`src/logic/soc_params.svh`:
```
`ifndef SOC_PARAMS_SVH
`define SOC_PARAMS_SVH

// Target base addresses
`define SOC_RAM_BASE      32'h0000_0000
`define SOC_TIMER_BASE    32'h0200_0000
`define SOC_GPIO_BASE     32'h2000_0000

// Low address bits inside one target region
`define SOC_REGION_BITS   16

`define SOC_RAM_WORDS     256
`define SOC_GPIO_PINS     24

// Timer register offsets
`define SOC_TMR_MTIME_LO  4'h0
`define SOC_TMR_MTIME_HI  4'h4
`define SOC_TMR_CMP_LO    4'h8
`define SOC_TMR_CMP_HI    4'hC

// GPIO register offsets
`define SOC_GPIO_OUT      4'h0
`define SOC_GPIO_OE       4'h4
`define SOC_GPIO_IN       4'h8

`endif

```
`src/logic/soc_pkg.sv`:
```
`include "soc_params.svh"

package soc_pkg;

    typedef logic [31:0] addr_t;
    typedef logic [31:0] data_t;
    typedef logic [3:0]  strb_t;

    typedef logic [`SOC_GPIO_PINS-1:0] gpio_t;

    // One-cycle request strobe from a master
    typedef struct packed {
        logic  valid;
        logic  write;
        addr_t addr;
        data_t data;
        strb_t strb;
    } bus_req_t;

    typedef struct packed {
        logic  valid;
        data_t data;
    } bus_rsp_t;

    typedef enum logic {
        CORE,
        DBG
    } master_e;

    typedef enum logic [1:0] {
        RAM,
        TIMER,
        GPIO,
        NONE
    } target_e;

endpackage

```
`src/logic/mtimer.sv`:
```
`timescale 1ns/1ps
`include "soc_params.svh"

module mtimer (
    input  logic              clk,
    input  logic              rst_i,
    input  logic              sel_i,
    input  soc_pkg::bus_req_t req_i,
    input  logic              halt_i,
    output soc_pkg::data_t    rdata_o,
    output logic              irq_o
);

    logic [63:0] mtime_q;
    logic [63:0] mtimecmp_q;
    logic        wr_en;

    assign wr_en = sel_i && req_i.write;

    // ====================
    // Counter and compare
    // ====================
    always_ff @(posedge clk) begin
        if (rst_i) begin
            mtime_q    <= '0;
            mtimecmp_q <= '1;
            irq_o      <= 1'b0;
        end else begin
            // Frozen while the debugger halts the core
            if (!halt_i) begin
                mtime_q <= mtime_q + 64'd1;
            end
            // A bus write overrides the count
            if (wr_en) begin
                case (req_i.addr[3:0])
                    `SOC_TMR_MTIME_LO: mtime_q[31:0]     <= req_i.data;
                    `SOC_TMR_MTIME_HI: mtime_q[63:32]    <= req_i.data;
                    `SOC_TMR_CMP_LO:   mtimecmp_q[31:0]  <= req_i.data;
                    `SOC_TMR_CMP_HI:   mtimecmp_q[63:32] <= req_i.data;
                    default: ;
                endcase
            end
            irq_o <= (mtime_q >= mtimecmp_q);
        end
    end

    always_ff @(posedge clk) begin
        if (sel_i) begin
            case (req_i.addr[3:0])
                `SOC_TMR_MTIME_LO: rdata_o <= mtime_q[31:0];
                `SOC_TMR_MTIME_HI: rdata_o <= mtime_q[63:32];
                `SOC_TMR_CMP_LO:   rdata_o <= mtimecmp_q[31:0];
                `SOC_TMR_CMP_HI:   rdata_o <= mtimecmp_q[63:32];
                default:           rdata_o <= '0;
            endcase
        end
    end

endmodule

```
`config.mk`:
```
export PLATFORM = sky130hd
export DESIGN_NAME = mtimer
export DESIGN_NICKNAME = d
export VERILOG_FILES = /design/src/logic/soc_pkg.sv /design/src/logic/mtimer.sv
export VERILOG_INCLUDE_DIRS = /design/src /design/src/logic
export SDC_FILE = /design/constraint.sdc
export NUM_CORES = 1
export LEC_CHECK = 0
export ABC_AREA = 1
export BUFFER_PORTS_ARGS = -buffer_cell sky130_fd_sc_hd__buf_2
export CORE_MARGIN = 4
export CORE_UTILIZATION = 55
export DETAILED_ROUTE_END_ITERATION = 10
export PLACE_DENSITY = 0.75
export SYNTH_ARGS = -nofsm -noshare
export SYNTH_HDL_FRONTEND = slang
export SYNTH_SLANG_ARGS = --single-unit
```
`constraint.sdc`:
```
create_clock -name clk -period 4.5 [get_ports clk]
set_input_delay 0.675 -clock clk [delete_from_list [all_inputs] [get_ports clk]]
set_output_delay 0.675 -clock clk [all_outputs]
set_load 0.02 [all_outputs]
```
Word-level counts from Yosys, hierarchy flattened
Cells that the tools add are included.
W data, S select, Z words.
{ "word_totals": {"word_cells": 19, "ram_bits": 0, "mem_count": 0, "input_bits": 74, "romBits": 0, "reg_bits": 161, "output_inout_bits": 33, "latch_bits": 0} }
{ "classes": {"n_mux": 5, "bitwise": 0, "multipliers": 0, "n_addsub": 1, "reduce_logical": 4, "eq_ne": 3, "magnitude_cmp": 1, "shift": 0, "n_div": 0} }
{ "op_table": {"columns": ["cell", "n"], "rows": [
  ["$mux W64", 2],
  ["$pmux W32 S4", 1],
  ["$add A64 B1 Y64 const B", 1],
  ["$ge A64 B64 Y1", 1],
  ["$mux W32", 2],
  ["$eq A4 B4 Y1 const B", 2],
  ["$eq A4 B3 Y1 const B", 1],
  ["$logic_not A4 Y1", 1],
  ["$reduce_and A2 Y1", 2],
  ["$logic_and A1 B1 Y1", 1]
]} }

Depth between registers and ports, before layout
Gate-level depths: netlist of run 1.
{ "depth": {"depth_word": 4, "ltp_mapped": 15} }

Worst setup path after synthesis of run 1
OpenSTA, ideal clock, no wires.
{ "synth_path": {"path_type": "input-to-reg", "from": "input halt_i", "to": "register mtime_q[22]", "path_stages": 10, "path_buffers": 1, "slack_ns": 2.626, "arrival_ns": 1.761, "setup_ns": 0.113, "path_cell_list": "buf_4 -> inv_2 -> nand4_2 -> nor2_4 -> nand2_4 -> nor2_4 -> nand2_4 -> xor2_1 -> o21ai_1 -> inv_1"} }
{ "synth_via": {"elab_chain_cells": 3} }
{ "synth_lines": {"columns": ["item", "line_no", "rtl"], "rows": [
  ["from (decl)", "mtimer.sv:9", "input logic halt_i,"],
  ["$mux W64 (*)", "mtimer.sv:30", "if (!halt_i) begin"],
  ["$mux W32", "mtimer.sv:35", "case (req_i.addr[3:0])"],
  ["$mux W64 (*)", "mtimer.sv:34", "if (wr_en) begin"],
  ["to (signal assigned)", "mtimer.sv:31", "mtime_q <= mtime_q + 64'd1;"],
  ["to (signal assigned)", "mtimer.sv:36", "`SOC_TMR_MTIME_LO: mtime_q[31:0] <= req_i.data;"],
  ["to (decl)", "mtimer.sv:14", "logic [63:0] mtime_q;"]
]} }
Every way passes the cells marked *; elsewhere a longest branch is shown, timed or not.
A chain may end at the register's enable or synchronous reset.

Worst setup path after layout of run 1
{ "layout_path": {"from": "input req_i[37] in the netlist's numbering", "to": "register mtimecmp_q[37]"} }
{ "layout_via": {"elab_chain_cells": 2} }
{ "layout_lines": {"columns": ["item", "line_no", "rtl"], "rows": [
  ["from (decl)", "mtimer.sv:8", "input soc_pkg::bus_req_t req_i,"],
  ["$eq A4 B4 Y1", "mtimer.sv:35", null],
  ["$reduce_and A2 Y1 (no line)", null, null],
  ["to (signal assigned)", "mtimer.sv:39", "`SOC_TMR_CMP_HI: mtimecmp_q[63:32] <= req_i.data;"],
  ["to (decl)", "mtimer.sv:15", "logic [63:0] mtimecmp_q;"]
]} }
No other way between the ends.

==> impl_metrics.csv, run 1 <==
group,metric,value,unit
global_routing,gr-total-overflow,0,
yosys,synth_top_family_by_area,"simple AND/OR/NAND/NOR gates",
timing,slew_headroom,41.67,%
power,powerDensity,289.0,mW/mm²
finish,syn2layout_area_growth,10.69,%
power,pwr-share-clk,45.9,%
run,cap_violations,0,
global_routing,use_met3,4.960,%
timing,drv_slew,0,
power,p_sw,835.9,µW
global_routing,top_usage_layer,"met2",
yosys,ys_async_sr_fraction,0,%
setup_path,required,4860,ps
global_routing,grt_pass1_vias,9191,
floorplanning,die_h,144.0,µm
global_routing,grt_use_met1,45.81,%
timing,fin_tns_setup,0,ps
setup_path,regToRegSetupSlack,2200,ps
floorplanning,initial_core_util,56.25,%
setup_path,crit_chain,"buf_2 -> nor2_2 -> inv_2 -> nor3_4 -> inv_2 -> nor2_4 -> buf_12 -> a21oi_1 -> o21ai_0",
global_routing,grt_max_degree,65,
routing,ant_nets,0,
routing,firstDrtPassIters,8,
placement,portBuffers,73,
finish,nNetsFinal,1635,
floorplanning,dieArea,0.02074,mm²
setup_path,regToRegEndpoint,"mtime_q[61]$_SDFF_PP0_",
floorplanning,io_pins,107,
yosys,syn_inst,1442,
yosys,synthAdderAreaFrac,7.994,%
clock_tree,clk_path_buf_depth,2,
clock_tree,cts_sinks,161,
routing,vias,9899,
setup_path,cp-start-kind,"input pin",
yosys,syn_area,0.01017,mm²
setup_path,worstSetupEndpoint,"mtimecmp_q[37]$_SDFFE_PP1P_",
setup_path,r2r_cells,9,
yosys,synth_edf_count,32,
clock_tree,post_cts_buffers,0,
clock_tree,cts_tree,"built",
yosys,ys_seq_area_share,34.83,%
power,internal-power,2.418,mW
clock_tree,clock_latency,450,ps
yosys,synthMuxAreaShare,0,%
setup_path,worstPathMaxFanout,36,
clock_tree,cts_made_buffers,17,
finish,post-route-util,62.26,%
yosys,synth_compound_area_share,17.66,%
setup_path,crit_type,"in -> reg",
timing,worst_slew_pin_slew,873.7,ps
yosys,yosysWarnings,0,
global_routing,use_met2,51.91,%
global_routing,grt_pass1_wl,51780,µm
timing,min_period,2390,ps
setup_path,endpoint_kind,"register",
timing,skew,15.14,ps
timing,hold_viol,0,
global_routing,antenna_found_initial,0,
timing,period_share,53.11,%
placement,dpl_cell_area,0.01067,mm²
finish,post-route-cell-area,0.01126,mm²
clock_tree,cts_resized,0,
power,p_leak,5.663,nW
setup_path,critical-path-slowest-cell,"nor3_4",
finish,multiInputGateArea,0.005401,mm²
setup_path,slowest_delay,570,ps
routing,route.detailed.drc,0,
yosys,synth-main-ff-cell,"dfxtp_1",
yosys,syn_nets,1581,
clock_tree,clk_pin_slew_worst_paths,70,ps
routing,via_per_inst,5.696,
power,p_seq_share,46.9,%
routing,drt_iter0_drc,875,
yosys,post_synth_and_or_nand_nor_area_fraction,25.63,%
floorplanning,rows,49,
routing,wire_per_inst,19.45,µm
global_routing,grt_usage,33.02,%
power,combPwrFrac,7.2,%
placement,hpwl,24510,µm
yosys,ys_ff_latch,161,
setup_path,cpMostUsedCell,"inv_2",
min_path,min_path_type,"in -> reg",
yosys,postSynthAreaPerCell,7.055,µm²
clock_tree,postCtsHoldBufs,0,
power,power,3.254,mW
placement,routabilityCongestion,0.9986,
setup_path,crit_start,"req_i[37]",
setup_path,r2r-start,"mtime_q[44]$_SDFF_PP0_",
setup_path,worstPathArrival,2750,ps
clock_tree,cts-htree-levels,4,
finish,drive_above_1_share,11.86,%
power,vdd_drop_max,261.9,µV
timing,rsz0062_at_grt,"false",
yosys,synth.distinct_cells,44,
timing,setup_violations,0,
timing,clock.fmax,0.4185,GHz
finish,seq_area,0.003543,mm²
floorplanning,die_w,144.0,µm
routing,drt-total-wl,33810,µm
finish,nFillCells,1716,
floorplanning,coreArea,0.01809,mm²
finish,antenna_cells,0,
yosys,synth-xor-area-share,1.808,%
clock_tree,cts_root_buf,"clkbuf_16",
power,swShare,25.69,%
status,status,"complete, no violations",
-- Yosys cell counts (2+ instances only) --
master | number | area (µm²)
inv_2 | 17 | 63.81
nor2_2 | 17 | 106.4
nand3b_1 | 3 | 22.52
inv_1 | 243 | 912.1
o2111ai_1 | 14 | 122.6
nand4_1 | 20 | 125.1
nand2_4 | 2 | 22.52
nand3_1 | 70 | 350.3
buf_4 | 8 | 60.06
a21o_1 | 2 | 15.01
xor2_1 | 19 | 166.4
nor2_1 | 106 | 397.9
nand3_4 | 2 | 35.03
xnor2_1 | 2 | 17.52
nand2_2 | 3 | 18.77
buf_2 | 10 | 50.05
ha_1 | 65 | 813.3
o221ai_1 | 21 | 183.9
nor3_4 | 3 | 48.80
o211ai_1 | 4 | 30.03
clkbuf_1 | 24 | 90.09
o21ai_0 | 89 | 445.4
o22ai_1 | 18 | 112.6
dfxtp_1 | 129 | 2582
edfxtp_1 | 32 | 960.9
nand3_2 | 4 | 40.04
a21oi_1 | 141 | 705.7
nor3_1 | 28 | 140.1
nor3_2 | 3 | 30.03
clkinv_1 | 2 | 7.510
nor2_8 | 2 | 40.04
nand2_1 | 281 | 1055
nor2_4 | 10 | 112.6
buf_6 | 3 | 33.78
nor3b_1 | 5 | 37.54
buf_1 | 3 | 11.26
o21ai_1 | 30 | 150.1
-- metal layers --
layer	up-vias	wire, µm
met1	4538	14980
met5	-	0
li1	4867	-
met4	0	1119
met2	420	15140
met3	74	2576
-- state kept, by name (all words and copies together) (netlist names) --
signal      flops
irq_o           1
mtime_q        64
mtimecmp_q     64
rdata_o        32
-- worst max-delay path, delay by kind of cell --
family / cells / cell delay, ps
AO/OA/AOI/OAI: 2 / 190
buffers and inverters: 4 / 580
AND/OR/NAND/NOR: 3 / 1280
-- power by group through the flow --
stage	clock network (mW)	registers [mW]	logic, mW
finish	1.49	1.53	0.234
global route	1.56	1.53	0.258
CTS	1.50	1.53	0.233
detailed placement	0	1.56	0.232
global placement	0	1.56	0.228
floorplan	0	1.58	0.117
-- how the worst min path moves through the flow --
stage / start / to / cells past startpoint / slack, ps
after floorplan: mtimecmp_q[0]$_SDFFE_PP1P_ / mtimecmp_q[0]$_SDFFE_PP1P_ / 2 / 460
after CTS: req_i[34] / mtimecmp_q[30]$_SDFFE_PP1P_ / 3 / 470
after global routing: req_i[21] / mtimecmp_q[49]$_SDFFE_PP1P_ / 3 / 480
after global placement: mtimecmp_q[6]$_SDFFE_PP1P_ / mtimecmp_q[6]$_SDFFE_PP1P_ / 2 / 490
after detailed placement: mtimecmp_q[1]$_SDFFE_PP1P_ / mtimecmp_q[1]$_SDFFE_PP1P_ / 2 / 490
final: req_i[17] / mtimecmp_q[45]$_SDFFE_PP1P_ / 3 / 470
-- logic make-up after synthesis --
family,after synthesis
AND/OR/NAND/NOR,562
AO/OA/AOI/OAI,323
buffers and inverters,310
flip-flops,161
adder cells (fa/ha/maj),65
XOR/XNOR,21
-- area by class of cell --
class | count | area share (%)
multi-input cells | 971 | 47.97
flip-flops and latches | 161 | 31.47
inverters | 262 | 8.733
repair buffers | 83 | 4.044
clock buffers | 18 | 3.900
well taps | 229 | 2.544
clock inverters | 14 | 1.344
-- layout by cell type, fill, tap and decap left out, types with 5 or more instances in the layout --
cell type | synthesis | final
o2111ai_1 | 14 | 14
nand2_1 | 281 | 281
nor3b_1 | 5 | 5
a21oi_1 | 141 | 141
edfxtp_1 | 32 | 32
nor2_4 | 10 | 10
buf_4 | 8 | 10
o21ai_0 | 89 | 89
ha_1 | 65 | 65
nand4_1 | 20 | 20
nor2_1 | 106 | 106
o221ai_1 | 21 | 21
clkbuf_16 | 0 | 17
inv_2 | 17 | 17
nor3_1 | 28 | 28
nor2_2 | 17 | 17
xor2_1 | 19 | 19
o22ai_1 | 18 | 18
o21ai_1 | 30 | 30
dfxtp_1 | 129 | 129
inv_1 | 243 | 243
nand3_1 | 70 | 70
buf_2 | 10 | 72
-- per-stage QoR --
stage | setup slack (ps) | hold WS, ps | cells
6_report | 2110 | 469.8 | 1738
5_1_grt | 2002 | 482.7 | 1738
4_1_cts | 2125 | 466.4 | 1738
3_5_place_dp | 1665 | 494.0 | 1706
3_3_place_gp | 1703 | 485.1 | 1706
2_1_floorplan | 2626 | 458.8 | 1442
No activity file was read; power rests on OpenSTA's default activity.
==> inputs of run 2 (changes only) <==
- ABC_AREA: 1 -> 0
- PLACE_DENSITY: 0.75 -> 0.76
- clock period: 4.5 -> 2.3 ns (I/O delays scaled with it)
==> impl_metrics.csv, run 2 <==
group,metric,value,unit
clock_tree,clk_pin_slew_worst_paths,60,ps
setup_path,critical-path-slowest-cell,"a221o_1",
routing,drt_iter0_drc,706,
global_routing,grt_max_degree,64,
setup_path,regToRegSetupSlack,80,ps
placement,portBuffers,73,
clock_tree,cts-htree-levels,4,
floorplanning,dieArea,0.01829,mm²
yosys,syn_area,0.008906,mm²
global_routing,grt_pass1_vias,7789,
finish,reg_top3,"mtime_q (64), mtimecmp_q (64), rdata_o (32)",
yosys,synth_compound_area_share,21.19,%
global_routing,antenna_found_initial,0,
yosys,yosys.area.top_type_share,29.00,%
finish,drive_above_1_share,19.32,%
clock_tree,postCtsHoldBufs,0,
clock_tree,cts_tree,"built",
yosys,synthMuxAreaShare,0.3372,%
floorplanning,die_w,135.3,µm
setup_path,crit_chain,"inv_1 -> ha_1 -> a21oi_1 -> o21ai_2 -> a221o_1 -> o31a_1 -> a2111oi_0 -> o21ai_0",
global_routing,gr-total-overflow,0,
yosys,postSynthAreaPerCell,9.005,µm²
yosys,synth_edf_count,32,
min_path,min_path_type,"in -> reg",
placement,pre_cts_ws,-32.08,ps
placement,hpwl,17960,µm
power,vdd_drop_max,511.3,µV
finish,syn2layout_area_growth,18.60,%
yosys,yosysMostFrequentCell,"dfxtp_1",
yosys,ys_async_sr_fraction,0,%
power,p_leak,4.717,nW
clock_tree,cts_made_buffers,17,
routing,drt-total-wl,25020,µm
yosys,syn_nets,1128,
timing,slew_headroom,54.94,%
yosys,synth-xor-area-share,5.704,%
timing,clock.fmax,0.4511,GHz
floorplanning,die_h,135.3,µm
finish,antenna_cells,0,
setup_path,cp-start-kind,"register",
floorplanning,io_pins,107,
power,powerDensity,584.3,mW/mm²
timing,holdWs,187.0,ps
timing,drv_slew,0,
finish,layout_commonest_cell,"dfxtp_1",
setup_path,required,2610,ps
setup_path,endpoint_kind,"register",
timing,skew,11.98,ps
timing,min_period,2217,ps
floorplanning,initial_core_util,56.06,%
routing,firstDrtPassIters,5,
timing,period_share,96.39,%
routing,wire_per_inst,18.83,µm
yosys,synth-main-ff-cell,"dfxtp_1",
yosys,synth.distinct_cells,50,
finish,nFillCells,1287,
yosys,synthAdderAreaFrac,9.132,%
finish,seq_area,0.003546,mm²
clock_tree,cts_sinks,161,
routing,vias,8126,
yosys,synth_top_area_cell,"dfxtp_1",
yosys,synth_top_cells_by_area,"dfxtp_1, edfxtp_1, ha_1",
clock_tree,cts_root_buf,"clkbuf_16",
finish,final_cell_mix,"dfxtp_1, nand2_1, buf_4",
status,status,"complete, no violations",
setup_path,crit_type,"reg -> reg",
routing,via_per_inst,6.114,
finish,nNetsFinal,1239,
routing,ant_nets,0,
yosys,yosysWarnings,0,
yosys,ys_ff_latch,161,
setup_path,worstPathArrival,2530,ps
yosys,ys_seq_area_share,39.79,%
timing,setup_ws,83.09,ps
yosys,post_synth_and_or_nand_nor_area_fraction,17.98,%
floorplanning,coreArea,0.01589,mm²
setup_path,slowest_delay,370,ps
timing,setup_violations,0,
global_routing,grt_pass1_wl,40630,µm
yosys,netlist_top_cells_count,"dfxtp_1, nand2_1, inv_1",
setup_path,worstPathMaxFanout,2,
timing,hold_viol,0,
run,cap_violations,0,
placement,routabilityCongestion,1.001,
floorplanning,rows,46,
global_routing,grt_usage,27.88,%
routing,route.detailed.drc,0,
timing,worst_slew_pin_slew,675.9,ps
clock_tree,clock_latency,440,ps
finish,multiInputGateArea,0.004911,mm²
clock_tree,clk_path_buf_depth,2,
yosys,synth_top_family_by_area,"compound AO/OA/AOI/OAI gates",
yosys,syn_inst,989,
-- run 2: changes by cell type after synthesis, moves of 54 or more --
cell and delta:
a211oi_1 +54, o211ai_1 +60, a21oi_1 -115, o21ai_0 -67, inv_1 -166, nand2_1 -176
-- run 2: path summary, 6_finish.rpt --
check                             startpoint                    endpoint  depth (start not counted)
setup / recovery  mtimecmp_q[7]$_SDFFE_PP1P_            irq_o$_SDFF_PP0_                          8
hold / removal                     req_i[29]      mtime_q[57]$_SDFF_PP0_                          3
setup reg to reg  mtimecmp_q[7]$_SDFFE_PP1P_            irq_o$_SDFF_PP0_                          8
hold reg to reg   mtimecmp_q[7]$_SDFFE_PP1P_  mtimecmp_q[7]$_SDFFE_PP1P_                          2
-- run 2: kinds of logic (layout without fill, tap and decap cells) --
| family | after synthesis | after routing |
|---|---|---|
| compound gates | 249 | 249 |
| xor+xnor | 58 | 58 |
| fa+ha+maj | 65 | 65 |
| buf+inv | 138 | 262 |
| flops | 161 | 161 |
| mux | 3 | 3 |
| simple gates | 315 | 315 |
-- run 2: report_power, final --
group	leakage (nW)	switching, mW	internal [mW]	total [mW]
Clock	0.268	1.19	1.59	2.77
Sequential	1.37	0.0338	2.95	2.98
Combinational	3.08	0.268	0.150	0.418
Total	4.72	1.49	4.68	6.17
-- run 2: metal layers --
metal | global-route usage, % | up-vias | share of wire, %
met5 | 0 | - | 0
met4 | 10.58 | 0 | 2.3
met3 | 6.204 | 43 | 7.4
met2 | 44.11 | 321 | 46
met1 | 37.44 | 3890 | 44
li1 | - | 3872 | -
-- run 2: final cells by class --
type / instances / area share (%)
clock buffers: 17 / 4.027
clock inverters: 15 / 1.350
inverters: 77 / 2.736
multi-input cells: 690 / 46.49
flip-flops and latches: 161 / 33.57
well taps: 216 / 2.559
repair buffers: 153 / 9.263
-- run 2: what timing repair did --
action,CTS,global route
gates resized for setup,1,11
gates cloned,0,0
endpoints found under the setup margin,1,6
setup buffers,0,3
pin swaps,0,2
-- run 2: critical path: cells and delay by family (launching register included) --
kind / cells / cell delay [ps]
DFF: 1 / 330
AOI/OAI and AO/OA: 6 / 1420
adders and majority gates: 1 / 290
buffers and inverters: 1 / 60
-- run 2: per-stage QoR --
step	power, mW	cell area (µm²)	util [%]	cells	setup TNS (ps)
2_1_floorplan	3.258	8906	-	989	0
3_3_place_gp	3.447	9926	62.48	1294	-4.848
3_5_place_dp	3.456	9926	62.48	1294	-32.08
4_1_cts	6.188	10490	66.06	1326	0
5_1_grt	6.337	10560	66.49	1329	-21.55
6_report	6.171	10560	66.49	1329	0
==> inputs of run 3 (changes only) <==
- CORE_UTILIZATION: 55 -> 36
- PLACE_DENSITY: 0.76 -> unset
==> impl_metrics.csv, run 3 (synthesis results as in run 2) <==
group,metric,value,unit
status,status,"complete, no violations",
floorplanning,die_w,165.3,µm
finish,fin_cells,1441,
setup_path,endpoint_kind,"register",
timing,rsz0062_at_grt,"true",
min_path,min-delay-start,"req_i[22]",
setup_path,crit_type,"reg -> reg",
floorplanning,initial_core_util,36.62,%
finish,reg_top3,"mtime_q (64), mtimecmp_q (64), rdata_o (32)",
timing,hold_viol,0,
global_routing,antenna_found_initial,0,
setup_path,slowest_delay,440,ps
clock_tree,cts_sinks,161,
global_routing,grt_pass1_vias,7903,
routing,drt_iter0_drc,596,
global_routing,gr-total-overflow,0,
finish,drive_above_1_share,19.16,%
setup_path,worstPathMaxFanout,7,
finish,post-route-cell-area,0.01080,mm²
setup_path,path_buf_inv,1,
finish,final_cell_mix,"dfxtp_1, nand2_1, buf_4",
routing,vias,7918,
floorplanning,die_h,165.3,µm
timing,drv_slew,0,
setup_path,path_delay_family,"simple AND/OR/NAND/NOR gates",
finish,syn2layout_area_growth,21.23,%
floorplanning,coreArea,0.02432,mm²
finish,nFillCells,2365,
timing,period_share,95.33,%
finish,antenna_cells,0,
placement,hpwl,19710,µm
floorplanning,rows,57,
placement,portBuffers,73,
setup_path,r2r_cells,7,
global_routing,grt_max_degree,64,
run,cap_violations,0,
timing,setup_violations,0,
global_routing,grt_pass1_wl,42790,µm
routing,route.detailed.drc,0,
min_path,min_path_type,"in -> reg",
setup_path,worstPathArrival,2540,ps
clock_tree,cts_made_buffers,17,
clock_tree,postCtsHoldBufs,0,
setup_path,regToRegSetupSlack,110,ps
finish,post-route-util,44.39,%
setup_path,cp-start-kind,"register",
routing,firstDrtPassIters,5,
clock_tree,cts_tree,"built",
setup_path,regToRegEndpoint,"mtime_q[58]$_SDFF_PP0_",
timing,fin_tns_setup,0,ps
placement,dpl_cell_area,0.01013,mm²
routing,drt-total-wl,26610,µm
floorplanning,io_pins,107,
timing,clock.fmax,0.4561,GHz
clock_tree,clk_path_buf_depth,2,
finish,nNetsFinal,1243,
routing,via_per_inst,5.495,
setup_path,crit_chain,"nand3_1 -> nor4_4 -> buf_4 -> nand4_2 -> nor3_1 -> xnor2_1 -> a211oi_1",
routing,wire_per_inst,18.46,µm
timing,slew_headroom,53.56,%
timing,worst_slew_pin_slew,696.6,ps
timing,min_period,2193,ps
routing,ant_nets,0,
power,vdd_drop_max,351.0,µV
clock_tree,clk_pin_slew_worst_paths,60,ps
clock_tree,cts-htree-levels,4,
setup_path,required,2650,ps
min_path,holdPathStages,3,
power,p_leak,4.756,nW
floorplanning,dieArea,0.02732,mm²
min_path,hold_path_end,"mtime_q[50]$_SDFF_PP0_",
power,power,6.503,mW
global_routing,grt_usage,19.89,%
placement,routabilityCongestion,0.8707,
clock_tree,clock_latency,430,ps
placement,place_inst,1408,
setup_path,r2r-start,"mtime_q[21]$_SDFF_PP0_",
clock_tree,cts_root_buf,"clkbuf_16",
setup_path,critical-path-slowest-cell,"dfxtp_1",
finish,layout_commonest_cell,"dfxtp_1",
timing,skew,9.516,ps
power,powerDensity,602.3,mW/mm²
==> run 3: changes by cell type in the layout (fill, tap and decap cells not counted), moves of 2 or more <==
cell,delta
bufinv_16,+3
clkinvlp_4,-2
buf_4,+2
clkinv_2,-3
clkbuf_1,+4
buf_12,+2
nor4_2,+2
==> run 3: through the flow <==
step / setup slack (ps) / hold slack [ps]
global placement: 85.14 / 509.5
CTS: 26.82 / 164.9
finish: 107.3 / 180.1
detailed placement: 52.91 / 510.8
global route: -47.96 / 203.7
floorplan: 118.8 / 453.6
==> run 3: worst register-to-register path: stages, from the launching register on <==
cell,delay [ps]
dfxtp_1,440
nand3_1,180
nor4_4,400
buf_4,180
nand4_2,260
nor3_1,340
xnor2_1,100
a211oi_1,210
==> run 3: cell type report <==
type | count | area [µm²] | area share (%)
Multi-Input combinational cell | 690 | 4898 | 45.37
Clock inverter | 11 | 185.2 | 1.715
Sequential cell | 161 | 3545 | 32.83
Tap cell | 324 | 405.4 | 3.755
Clock buffer | 21 | 440.4 | 4.079
Inverter | 77 | 289.0 | 2.677
Timing Repair Buffer | 157 | 1033 | 9.572
==> run 3: worst max path at each step <==
stage	startpoint	to	slack [ps]	cells after the start
5_1_grt	mtime_q[31]$_SDFF_PP0_	mtime_q[49]$_SDFF_PP0_	-50	7
6_report	mtime_q[21]$_SDFF_PP0_	mtime_q[58]$_SDFF_PP0_	110	7
3_5_place_dp	mtime_q[28]$_SDFF_PP0_	irq_o$_SDFF_PP0_	50	9
3_3_place_gp	mtime_q[28]$_SDFF_PP0_	irq_o$_SDFF_PP0_	90	9
4_1_cts	mtime_q[28]$_SDFF_PP0_	irq_o$_SDFF_PP0_	30	9
2_1_floorplan	mtime_q[0]$_SDFF_PP0_	mtime_q[32]$_SDFF_PP0_	120	7
==> run 3: report_power, final <==
group          internal [mW]  switching [mW]
clock network           1.92            1.17
logic                  0.155           0.276
registers               2.95          0.0331
total                   5.02            1.48
==> run 3: per-layer routing <==
layer	GRT usage (%)	vias to the layer above	routed length, µm
li1	-	3875	-
met1	27.82	3834	12860
met2	31.64	173	12110
met3	2.879	36	1128
met4	6.427	0	518
met5	0	-	0
==> run 3: what timing repair did <==
item | in CTS | in global routing
endpoints found under the setup margin | 0 | 15
setup buffers | 0 | 1
gates resized for setup | 0 | 8
